<file path="src/common/cpu_isa_pkg.sv">
// ISA constants for 16-bit words; opcodes 5-7, A, B and E are unassigned and decode as NOP
package cpu_isa_pkg;

   // Word and field widths fixed by the ISA
   localparam int WORD_W      = 16;
   localparam int OPCODE_W    = 4;
   localparam int REG_IDX_W   = 4;    // rd, rs, rt and branch condition
   localparam int ARITH_IMM_W = 4;
   localparam int LS_IMM_W    = 8;    // Absolute load/save address
   localparam int CALL_W      = 12;   // Call target

   // Field LSB positions inside the instruction word
   localparam int OPCODE_LSB  = 12;
   localparam int RD_LSB      = 8;    // Shared with branch condition
   localparam int RS_LSB      = 4;
   localparam int RT_LSB      = 0;    // Shared with arith immediate
   localparam int IMM_LSB     = 0;    // Load/save imm and call target

   typedef logic [WORD_W-1:0]      word_t;
   typedef logic [ARITH_IMM_W-1:0] arith_imm_t;
   typedef logic [LS_IMM_W-1:0]    ls_imm_t;
   typedef logic [CALL_W-1:0]      call_target_t;

   typedef enum logic [OPCODE_W-1:0] {
      OP_ADD    = 4'h0,   // rd = rs + rt
      OP_SUB    = 4'h1,
      OP_AND    = 4'h2,
      OP_OR     = 4'h3,
      OP_ADDI   = 4'h4,   // rd = rs + imm4
      OP_LOAD   = 4'h8,   // rd = mem[imm8]
      OP_SAVE   = 4'h9,   // mem[imm8] = reg[11:8]
      OP_BRANCH = 4'hC,   // Condition in bits 11:8
      OP_CALL   = 4'hD,
      OP_NOP    = 4'hF
   } opcode_t;

   // Bubble word loaded on flush and reset
   localparam word_t NO_OP_WORD = 16'hF000;

endpackage

</file>
<file path="src/common/cpu_pipe_pkg.sv">
// Pipeline-side types; register index width follows the ISA register field
package cpu_pipe_pkg;

   typedef logic [cpu_isa_pkg::REG_IDX_W-1:0] reg_idx_t;

   // Register file depth, one entry per index value
   localparam int NUM_REGS = 2 ** cpu_isa_pkg::REG_IDX_W;

   // Decoded control record for the instruction in decode
   typedef struct packed {
      cpu_isa_pkg::opcode_t opcode;
      logic                 reads_rs;
      logic                 reads_rt;
      logic                 reads_rd;    // SAVE source in bits 11:8
      logic                 writes_rd;
      logic                 is_load;
   } ctrl_t;

   // Nothing read, nothing written
   localparam ctrl_t CTRL_NOP = '{
      opcode:    cpu_isa_pkg::OP_NOP,
      reads_rs:  1'b0,
      reads_rt:  1'b0,
      reads_rd:  1'b0,
      writes_rd: 1'b0,
      is_load:   1'b0
   };

endpackage

</file>
<file path="src/common/cpu_ifs.sv">
// IF/ID field bus and register-file read bus; reads on rf_read_if are combinational
`timescale 1ns/1ps

// Split instruction fields held by the IF/ID register
interface ifid_if;
   cpu_isa_pkg::word_t        pc;
   cpu_isa_pkg::opcode_t      opcode;
   cpu_pipe_pkg::reg_idx_t    cond_rd;      // rd or branch condition
   cpu_pipe_pkg::reg_idx_t    rs;
   cpu_pipe_pkg::reg_idx_t    rt;
   cpu_isa_pkg::arith_imm_t   arith_imm;
   cpu_isa_pkg::ls_imm_t      ls_imm;
   cpu_isa_pkg::call_target_t call_target;

   modport stage (output pc, opcode, cond_rd, rs, rt, arith_imm, ls_imm, call_target);
   modport dec   (input  pc, opcode, cond_rd, rs, rt, arith_imm, ls_imm, call_target);
endinterface

// Two read ports, addresses from decode, data back from the register file
interface rf_read_if;
   cpu_pipe_pkg::reg_idx_t rs_addr;
   cpu_pipe_pkg::reg_idx_t rt_addr;
   cpu_isa_pkg::word_t     rs_data;
   cpu_isa_pkg::word_t     rt_data;

   modport dec (output rs_addr, rt_addr, input  rs_data, rt_data);
   modport rf  (input  rs_addr, rt_addr, output rs_data, rt_data);
endinterface

</file>
<file path="src/frontend/fetch_unit.sv">
// Word-addressed PC, no bounds check; stall outranks redirect, PC wraps at FFFF
`timescale 1ns/1ps

module fetch_unit #(
   parameter cpu_isa_pkg::word_t RESET_PC = 16'h0000
) (
   input  logic               clk,
   input  logic               rst_n,
   input  logic               stall,         // Load-use hold from decode
   input  logic               redirect,      // CALL taken in decode
   input  cpu_isa_pkg::word_t redirect_pc,
   output cpu_isa_pkg::word_t pc             // Straight to imem address
);

   cpu_isa_pkg::word_t next_pc;

   // Next PC select
   always_comb begin
      if (stall) begin
         next_pc = pc;                       // Hold, same word fetched again
      end else if (redirect) begin
         next_pc = redirect_pc;              // Jump to call target
      end else begin
         next_pc = pc + 16'd1;               // Sequential, one word per instr
      end
   end

   // PC register
   always_ff @(posedge clk) begin
      if (!rst_n) begin
         pc <= RESET_PC;
      end else begin
         pc <= next_pc;
      end
   end

endmodule

</file>
<file path="src/frontend/ifid_reg.sv">
// IF/ID register; reset and flush load NOP fields with PC 0000, hazard holds and beats flush
`timescale 1ns/1ps

module ifid_reg (
   input  logic               clk,
   input  logic               rst_n,
   input  logic               hazard,        // Hold everything
   input  logic               flush,         // Squash the word just fetched
   input  cpu_isa_pkg::word_t pc_in,
   input  cpu_isa_pkg::word_t instruction,  // From instruction memory
   ifid_if.stage              stage
);

   logic               clear;
   logic               load_en;
   cpu_isa_pkg::word_t next_word;
   cpu_isa_pkg::word_t next_pc;

   // Reset always loads, otherwise capture only when not held
   assign clear   = !rst_n || flush;
   assign load_en = !rst_n || !hazard;

   // Bubble in place of the fetched word on flush or reset
   assign next_word = clear ? cpu_isa_pkg::NO_OP_WORD : instruction;
   assign next_pc   = clear ? '0 : pc_in;

   // Split the word into its fields as it is captured
   always_ff @(posedge clk) begin
      if (load_en) begin
         stage.pc          <= next_pc;
         stage.opcode      <= cpu_isa_pkg::opcode_t'(
            next_word[cpu_isa_pkg::OPCODE_LSB +: cpu_isa_pkg::OPCODE_W]);
         stage.cond_rd     <= next_word[cpu_isa_pkg::RD_LSB +: cpu_isa_pkg::REG_IDX_W];
         stage.rs          <= next_word[cpu_isa_pkg::RS_LSB +: cpu_isa_pkg::REG_IDX_W];
         stage.rt          <= next_word[cpu_isa_pkg::RT_LSB +: cpu_isa_pkg::REG_IDX_W];
         // Immediates overlap the register fields
         stage.arith_imm   <= next_word[cpu_isa_pkg::RT_LSB +: cpu_isa_pkg::ARITH_IMM_W];
         stage.ls_imm      <= next_word[cpu_isa_pkg::IMM_LSB +: cpu_isa_pkg::LS_IMM_W];
         stage.call_target <= next_word[cpu_isa_pkg::IMM_LSB +: cpu_isa_pkg::CALL_W];
      end
   end

endmodule

</file>
<file path="src/frontend/decode_unit.sv">
// Decode and ID/EX stage; one bubble per load-use pair, branches pass through undecided
`timescale 1ns/1ps

module decode_unit (
   input  logic                            clk,
   input  logic                            rst_n,
   ifid_if.dec                             dec,
   rf_read_if.dec                          rf,
   output logic                            stall,        // Hold PC and IF/ID
   output logic                            redirect,     // CALL, also flushes IF/ID
   output cpu_isa_pkg::word_t              redirect_pc,
   output logic                            ex_valid,
   output cpu_isa_pkg::opcode_t            ex_opcode,
   output cpu_pipe_pkg::reg_idx_t          ex_rd,
   output logic [cpu_isa_pkg::REG_IDX_W-1:0] ex_cond,
   output cpu_isa_pkg::word_t              ex_rs_data,
   output cpu_isa_pkg::word_t              ex_rt_data,
   output cpu_isa_pkg::word_t              ex_imm,
   output cpu_isa_pkg::word_t              ex_pc
);

   cpu_pipe_pkg::ctrl_t ctrl;
   logic                id_valid;          // Real instruction in decode
   logic                ex_is_load;        // ID/EX holds a LOAD
   cpu_isa_pkg::word_t  id_imm;
   logic                rs_hit;
   logic                rt_hit;
   logic                rd_hit;

   // Control decode, unassigned opcodes fall out as NOP
   always_comb begin
      ctrl        = cpu_pipe_pkg::CTRL_NOP;
      ctrl.opcode = dec.opcode;
      id_valid    = 1'b1;
      case (dec.opcode)
         cpu_isa_pkg::OP_ADD, cpu_isa_pkg::OP_SUB,
         cpu_isa_pkg::OP_AND, cpu_isa_pkg::OP_OR: begin
            ctrl.reads_rs  = 1'b1;
            ctrl.reads_rt  = 1'b1;
            ctrl.writes_rd = 1'b1;
         end
         cpu_isa_pkg::OP_ADDI: begin
            ctrl.reads_rs  = 1'b1;
            ctrl.writes_rd = 1'b1;
         end
         cpu_isa_pkg::OP_LOAD: begin
            ctrl.writes_rd = 1'b1;
            ctrl.is_load   = 1'b1;
         end
         cpu_isa_pkg::OP_SAVE:   ctrl.reads_rd = 1'b1;    // Source via rt port
         cpu_isa_pkg::OP_BRANCH: id_valid = 1'b1;         // No register use
         cpu_isa_pkg::OP_CALL:   id_valid = 1'b1;
         default:                id_valid = 1'b0;         // NOP and unassigned
      endcase
   end

   // Immediate select, all zero-extended
   always_comb begin
      case (dec.opcode)
         cpu_isa_pkg::OP_ADDI: id_imm = cpu_isa_pkg::word_t'(dec.arith_imm);
         cpu_isa_pkg::OP_LOAD,
         cpu_isa_pkg::OP_SAVE: id_imm = cpu_isa_pkg::word_t'(dec.ls_imm);
         cpu_isa_pkg::OP_CALL: id_imm = cpu_isa_pkg::word_t'(dec.call_target);
         default:              id_imm = '0;
      endcase
   end

   // Register file reads
   assign rf.rs_addr = dec.rs;
   assign rf.rt_addr = ctrl.reads_rd ? dec.cond_rd : dec.rt;

   // Load-use check against the LOAD now in ID/EX
   assign rs_hit = ctrl.reads_rs && (dec.rs == ex_rd);
   assign rt_hit = ctrl.reads_rt && (dec.rt == ex_rd);
   assign rd_hit = ctrl.reads_rd && (dec.cond_rd == ex_rd);
   assign stall  = ex_valid && ex_is_load && (rs_hit || rt_hit || rd_hit);

   // CALL redirect, one cycle since IF/ID is flushed behind it
   assign redirect    = (dec.opcode == cpu_isa_pkg::OP_CALL) && !stall;
   assign redirect_pc = cpu_isa_pkg::word_t'(dec.call_target);

   // ID/EX control, bubble on stall
   always_ff @(posedge clk) begin
      if (!rst_n) begin
         ex_valid   <= 1'b0;
         ex_is_load <= 1'b0;
      end else begin
         ex_valid   <= id_valid && !stall;
         ex_is_load <= ctrl.is_load && !stall;
      end
   end

   // ID/EX payload, fields not used by the opcode read as zero
   always_ff @(posedge clk) begin
      ex_opcode  <= ctrl.opcode;
      ex_rd      <= (ctrl.writes_rd || ctrl.reads_rd) ? dec.cond_rd : '0;
      ex_cond    <= (ctrl.opcode == cpu_isa_pkg::OP_BRANCH) ? dec.cond_rd : '0;
      ex_rs_data <= ctrl.reads_rs ? rf.rs_data : '0;
      ex_rt_data <= (ctrl.reads_rt || ctrl.reads_rd) ? rf.rt_data : '0;
      ex_imm     <= id_imm;
      ex_pc      <= dec.pc;
   end

endmodule

</file>
<file path="src/verilog/reg_file.sv">
// 16 x 16-bit registers, no reset so contents are undefined until written; write-first reads
`timescale 1ns/1ps

module reg_file (
   input  logic                   clk,
   input  logic                   wb_en,      // Write-back from the missing back end
   input  cpu_pipe_pkg::reg_idx_t wb_addr,
   input  cpu_isa_pkg::word_t     wb_data,
   rf_read_if.rf                  rd
);

   cpu_isa_pkg::word_t regs [cpu_pipe_pkg::NUM_REGS];

   // Read with bypass of a write landing this same cycle
   function automatic cpu_isa_pkg::word_t read_port(
      input cpu_pipe_pkg::reg_idx_t addr
   );
      if (wb_en && (wb_addr == addr)) begin
         return wb_data;                 // Forward new value
      end
      return regs[addr];
   endfunction

   // Single write port
   always_ff @(posedge clk) begin
      if (wb_en) begin
         regs[wb_addr] <= wb_data;
      end
   end

   // Combinational reads
   always_comb begin
      rd.rs_data = read_port(rd.rs_addr);
      rd.rt_data = read_port(rd.rt_addr);
   end

endmodule

</file>
<file path="src/verilog/cpu_frontend.sv">
// Front end only: no execute, data memory or interrupts; writes come in on the wb ports
`timescale 1ns/1ps

module cpu_frontend #(
   parameter cpu_isa_pkg::word_t RESET_PC = 16'h0000
) (
   input  logic                              clk,
   input  logic                              rst_n,
   output cpu_isa_pkg::word_t                imem_addr,   // Word address, PC register
   input  cpu_isa_pkg::word_t                imem_data,   // Sampled at next edge
   input  logic                              wb_en,
   input  cpu_pipe_pkg::reg_idx_t            wb_addr,
   input  cpu_isa_pkg::word_t                wb_data,
   output logic                              ex_valid,
   output cpu_isa_pkg::opcode_t              ex_opcode,
   output cpu_pipe_pkg::reg_idx_t            ex_rd,
   output logic [cpu_isa_pkg::REG_IDX_W-1:0] ex_cond,
   output cpu_isa_pkg::word_t                ex_rs_data,
   output cpu_isa_pkg::word_t                ex_rt_data,
   output cpu_isa_pkg::word_t                ex_imm,
   output cpu_isa_pkg::word_t                ex_pc
);

   logic               stall;
   logic               redirect;
   cpu_isa_pkg::word_t redirect_pc;

   ifid_if    ifid_bus ();
   rf_read_if rf_bus ();

   fetch_unit #(
      .RESET_PC (RESET_PC)
   ) fetch_unit_inst (
      .clk         (clk),
      .rst_n       (rst_n),
      .stall       (stall),
      .redirect    (redirect),
      .redirect_pc (redirect_pc),
      .pc          (imem_addr)
   );

   // Redirect doubles as flush
   ifid_reg ifid_reg_inst (
      .clk         (clk),
      .rst_n       (rst_n),
      .hazard      (stall),
      .flush       (redirect),
      .pc_in       (imem_addr),
      .instruction (imem_data),
      .stage       (ifid_bus.stage)
   );

   decode_unit decode_unit_inst (
      .clk         (clk),
      .rst_n       (rst_n),
      .dec         (ifid_bus.dec),
      .rf          (rf_bus.dec),
      .stall       (stall),
      .redirect    (redirect),
      .redirect_pc (redirect_pc),
      .ex_valid    (ex_valid),
      .ex_opcode   (ex_opcode),
      .ex_rd       (ex_rd),
      .ex_cond     (ex_cond),
      .ex_rs_data  (ex_rs_data),
      .ex_rt_data  (ex_rt_data),
      .ex_imm      (ex_imm),
      .ex_pc       (ex_pc)
   );

   reg_file reg_file_inst (
      .clk     (clk),
      .wb_en   (wb_en),
      .wb_addr (wb_addr),
      .wb_data (wb_data),
      .rd      (rf_bus.rf)
   );

endmodule

</file>
<file path="config.mk">
export PLATFORM = sky130hd
export DESIGN_NAME = cpu_frontend
export DESIGN_NICKNAME = d
export VERILOG_FILES = /design/src/common/cpu_isa_pkg.sv /design/src/common/cpu_pipe_pkg.sv /design/src/common/cpu_ifs.sv /design/src/frontend/fetch_unit.sv /design/src/frontend/ifid_reg.sv /design/src/frontend/decode_unit.sv /design/src/verilog/reg_file.sv /design/src/verilog/cpu_frontend.sv
export SDC_FILE = /design/constraint.sdc
export NUM_CORES = 1
export LEC_CHECK = 0
export ABC_CLOCK_PERIOD_IN_PS = 5200
export BUFFER_PORTS_ARGS = -buffer_cell sky130_fd_sc_hd__buf_2
export CORE_MARGIN = 1.5
export CORE_UTILIZATION = 60
export DETAILED_ROUTE_END_ITERATION = 10
export PLACE_DENSITY = 0.82
export SLEW_MARGIN = 40
export SYNTH_ARGS = -nofsm -noshare
export SYNTH_HDL_FRONTEND = slang
export SYNTH_HIERARCHICAL = 1
export SYNTH_SLANG_ARGS = --single-unit
</file>
<file path="constraint.sdc">
create_clock -name clk -period 5.2 [get_ports clk]
set_input_delay 0.26 -clock clk [delete_from_list [all_inputs] [get_ports clk]]
set_output_delay 0.26 -clock clk [all_outputs]
set_load 0.005 [all_outputs]
</file>
==> summary.md <==
| Metric | Value |
|---|---|
| Outcome | `finished, final reports clean` |
| Count of unresolved DRC violations after routing | `0` |
| Worst hold margin | `between 50 and 60 ps` |
| Origin of the worst min-delay path | `imem_data[1]` |
| Maximum capacitance violations | `0` |
| Multi-input combinational cell area | `between 0.006 and 0.007 sq mm` |
| Async set-reset flop share out of synthesis | `0%` |
| Core outline area | `roughly 0.028 sq mm` |
| Via count normalized by instance count | `6.535` |
| Ordered list of cells on the worst path | `nand2b_1 -> nor2_4 -> mux2_4 -> buf_4 -> mux4_2 -> mux2i_1 -> mux2i_1 -> mux2_2 -> nor2b_1` |
| Weighted congestion at the end of routability-driven global placement | `between 0.8 and 0.9` |
| Slowest stage cell, crit path | `mux2_4` |
| RSZ-0062 raised after global routing | `no` |
| Required time reported for the critical path endpoint | `around 5600 ps` |
| Worst setup EP type | `register` |
| Largest net degree at the start of global routing | `around 70` |
| Critical path start-end classification | `register to register` |
| Number of placed instances with taps included | `~1,500` |
| WL per Instance | `approximately 27 um` |
| Number of cells traversed by the worst hold path | `2` |
| Worst-case clock skew | `between 15 and 20 ps` |
| Die Y-Extent | `between 150 and 200 um` |
| Total I/O pin count | `approximately 130` |
| Proportion of total power due to net switching | `a little over a fifth` |
| FF-to-FF End | `decode_unit_inst/ex_rt_data[11]` |
| Minimum setup slack after placement | `between 1500 and 2000 ps` |
| Cell depth of the worst flop-to-flop path | `9` |
| Num rows | `61` |
| Clock share of power | `41.5%` |
| Sequential element share of the synthesized area | `60.61%` |
| Global Route Usage Sum | `roughly 28%` |
| Overall power of the completed layout | `slightly below 0.007 W` |
| Relative contribution of sequential cells to total power | `between 40% and 50%` |
| Mean area per synthesized cell | `around 17 sq um` |
| Synthesized cell area | `~0.017 sq mm` |
| Synth Instances | `a little over 1,000` |
| Class of the worst hold path | `input port to register` |
| Total count of max-transition violations in the final report | `0` |
| Number of global-route vias before repair | `a little over 10,000` |
| Max rail drop VDD | `311.5 uV` |
| Switch Pwr | `0.001480 W` |
| DIE AREA | `a little under 0.03 sq mm` |
| Wirelength, routed | `approximately 40,000 um` |
| H-tree levels | `2` |
| Total of fill cells in the finished design | `around 1,700` |
| Final antenna diode count | `0` |
| Cell internal power dissipation | `~0.0053 W` |
| CTS sink cnt | `between 300 and 400` |
| Number of enable flip-flop cells after synthesis | `approximately 290` |
| Most common flop cell mapped by yosys | `edfxtp_1` |
| Leading cell type in the layout, fill and taps excluded | `edfxtp_1` |
| Minimum period implied by the final worst setup slack | `3545 ps` |
| Final non-filler cell total | `between 1,500 and 2,000` |
| Fmax | `0.2821 GHz` |
| Number of vias after detailed routing | `between 9,000 and 10,000` |
| Max Buffers Root-to-Sink | `3` |
| Actual slew at the worst max-slew pin | `between 800 and 900 ps` |
| Worst-Skew Late Latency | `roughly 530 ps` |
| Setup_tns | `0 ps` |
| Synthesis Warnings | `6` |
| Endpoints failing hold | `0` |
| Clock transition at the register clock pins on the worst setup and hold paths after CTS | `60 ps` |
| Buffers plus inverters on the worst setup path | `1` |
| Number of port buffers | `approximately 130` |
| Final clock period utilization by the worst path | `between 60% and 70%` |
| Width of the die | `between 150 and 200 um` |
| Effective utilization at floorplan | `roughly three fifths` |
| Seq cells post-synth | `378` |
| Setup Buffers After CTS | `0` |
| Number of distinct library cells after synthesis | `65` |
| Worst path arrival time | `3950 ps` |
| Worst setup SP type | `register` |
| Commonest cells after routing, fill and taps aside | `288 x edfxtp_1, 128 x mux4_2, 127 x buf_2, 99 x mux2i_1, 90 x dfxtp_1` |
| Part of the total power dissipated in combinational logic | `under 10%` |
| Grt total ovfl | `0` |
| Number of cells upsized or downsized after cts | `0` |
| Setup slack after layout | `between 1500 and 2000 ps` |
| Normalized max-slew margin | `45.15%` |
| Proportion of layout cells with a drive suffix above 1 | `~36%` |
| End of the worst hold path | `ifid_reg_inst/stage.arith_imm[1]` |
| Worst R2R Setup Slack | `1660 ps` |
| Clk Tree Root Cell | `clkbuf_16` |
| Crit-path leading delay family | `multiplexers` |
| Synth-to-layout area growth | `12.26%` |
| Post-route ant nets | `0` |
| Leakage dissipation | `~6.8 nW` |
| Power density relative to cell area | `350.2 mW/mm^2` |
| Largest stage delay on the critical path | `slightly above 600 ps` |
| Critical-path maximum fanout | `28` |
| Clock tree from TritonCTS | `yes` |
| Most common cell type on the critical path | `mux2i_1` |
| TritonCTS buffer count | `39` |
| Setup-violating endpoint count in the final report | `0` |
| Nets | `1,161` |
| Reg-to-reg critical path startpoint | `ifid_reg_inst/stage.opcode[2]` |
| DRC violation total after the first TritonRoute iteration | `roughly 1,100` |
| Cts-stage hold buffer count | `4` |
| Initial antenna violation count | `1` |
| Wire length of the first global-routing pass | `around 60,000 um` |
| DP HPWL | `~24,000 um` |
| Number of iterations in the first detailed-routing pass | `8` |
| Area taken by flip-flops and latches | `approximately 0.010 sq mm` |
worst max path at each step:
stage / start / to / slack (ps) / cells after the start
CTS: ifid_reg_inst/stage.opcode[2] / decode_unit_inst/ex_rt_data[11] / 1600 / 9
finish: ifid_reg_inst/stage.opcode[2] / decode_unit_inst/ex_rt_data[11] / 1660 / 9
global placement: ifid_reg_inst/stage.opcode[2] / decode_unit_inst/ex_rt_data[11] / 1770 / 9
detailed placement: ifid_reg_inst/stage.opcode[2] / decode_unit_inst/ex_rt_data[11] / 1640 / 9
global route: ifid_reg_inst/stage.opcode[2] / decode_unit_inst/ex_rt_data[11] / 1430 / 9
floorplan: ifid_reg_inst/stage.opcode[2] / decode_unit_inst/ex_rt_data[10] / 2420 / 9
registers in the layout (all words and copies together) (netlist names), 12 cells and up:
register and flops:
reg_file_inst/regs 256, ifid_reg_inst/stage.pc 16, fetch_unit_inst/pc 16, decode_unit_inst/ex_rt_data 16, decode_unit_inst/ex_rs_data 16, decode_unit_inst/ex_imm 12, decode_unit_inst/ex_pc 16
area by class of cell:
| class | count | area share (%) |
|---|---|---|
| clock inverters | 17 | 0.9180 |
| repair buffers | 162 | 4.842 |
| clock buffers | 55 | 5.909 |
| well taps | 378 | 2.444 |
| inverters | 12 | 0.2327 |
| multi-input cells | 528 | 31.66 |
| flip-flops and latches | 378 | 53.99 |
Yosys cell counts, types with 5 or more instances:
cell type	count	area [sq um]
nor4_1	5	31.28
nor3_1	13	65.06
buf_4	51	382.9
mux4_2	128	2883
edfxtp_1	288	8648
o21ai_0	7	35.03
a22o_1	5	43.79
xor2_1	15	131.4
clkbuf_1	16	60.06
mux2_2	36	405.4
a21oi_1	8	40.04
and2_1	25	156.4
mux2i_1	99	991.0
buf_6	13	146.4
xnor2_1	5	43.79
dfxtp_1	90	1802
nand2_1	17	63.81
buf_2	24	120.1
inv_1	11	41.29
nand3_1	7	35.03
nor2b_1	21	131.4
nor2_1	34	127.6
and3b_1	28	245.2
stage by stage:
| stage | util [%] | cell area, sq um |
|---|---|---|
| 6_report | 69.10 | 19350 |
| 5_1_grt | 69.10 | 19350 |
| 4_1_cts | 69.00 | 19330 |
| 3_5_place_dp | 64.14 | 17970 |
| 3_3_place_gp | 64.04 | 17940 |
| 2_1_floorplan | - | 17270 |
metal layers:
metal / track usage, % / part of all wire, %
met5: 0 / 0.041
met4: 9.539 / 3.1
met3: 4.642 / 8.5
met2: 46.77 / 51
met1: 36.86 / 38
power by group through the flow:
stage	sequential, W	combinational [W]	clock (W)
after CTS	0.00338	0.000585	0.00284
after global routing	0.00338	0.000625	0.00296
after global placement	0.00343	0.000560	0
final	0.00338	0.000585	0.00281
after floorplan	0.00342	0.000442	0
after detailed placement	0.00344	0.000576	0
logic make-up after synthesis:
| kind of cell | count (synthesis) | synth area share (%) |
|---|---|---|
| flops | 378 | 60.61 |
| mux | 263 | 24.82 |
| simple gates | 182 | 6.618 |
| buf+inv | 120 | 4.463 |
| compound gates | 54 | 2.380 |
| xor+xnor | 20 | 1.016 |
| fa+ha+maj | 1 | 0.07256 |
| other cells | 1 | 0.02175 |
worst reg2reg max path: stages (launching register included):
cell and delay, ps:
edfxtp_1 490, nand2b_1 270, nor2_4 240, mux2_4 610, buf_4 510, mux4_2 570, mux2i_1 180, mux2i_1 130
mux2_2 300, nor2b_1 140
No activity file was read; power rests on OpenSTA's default activity.
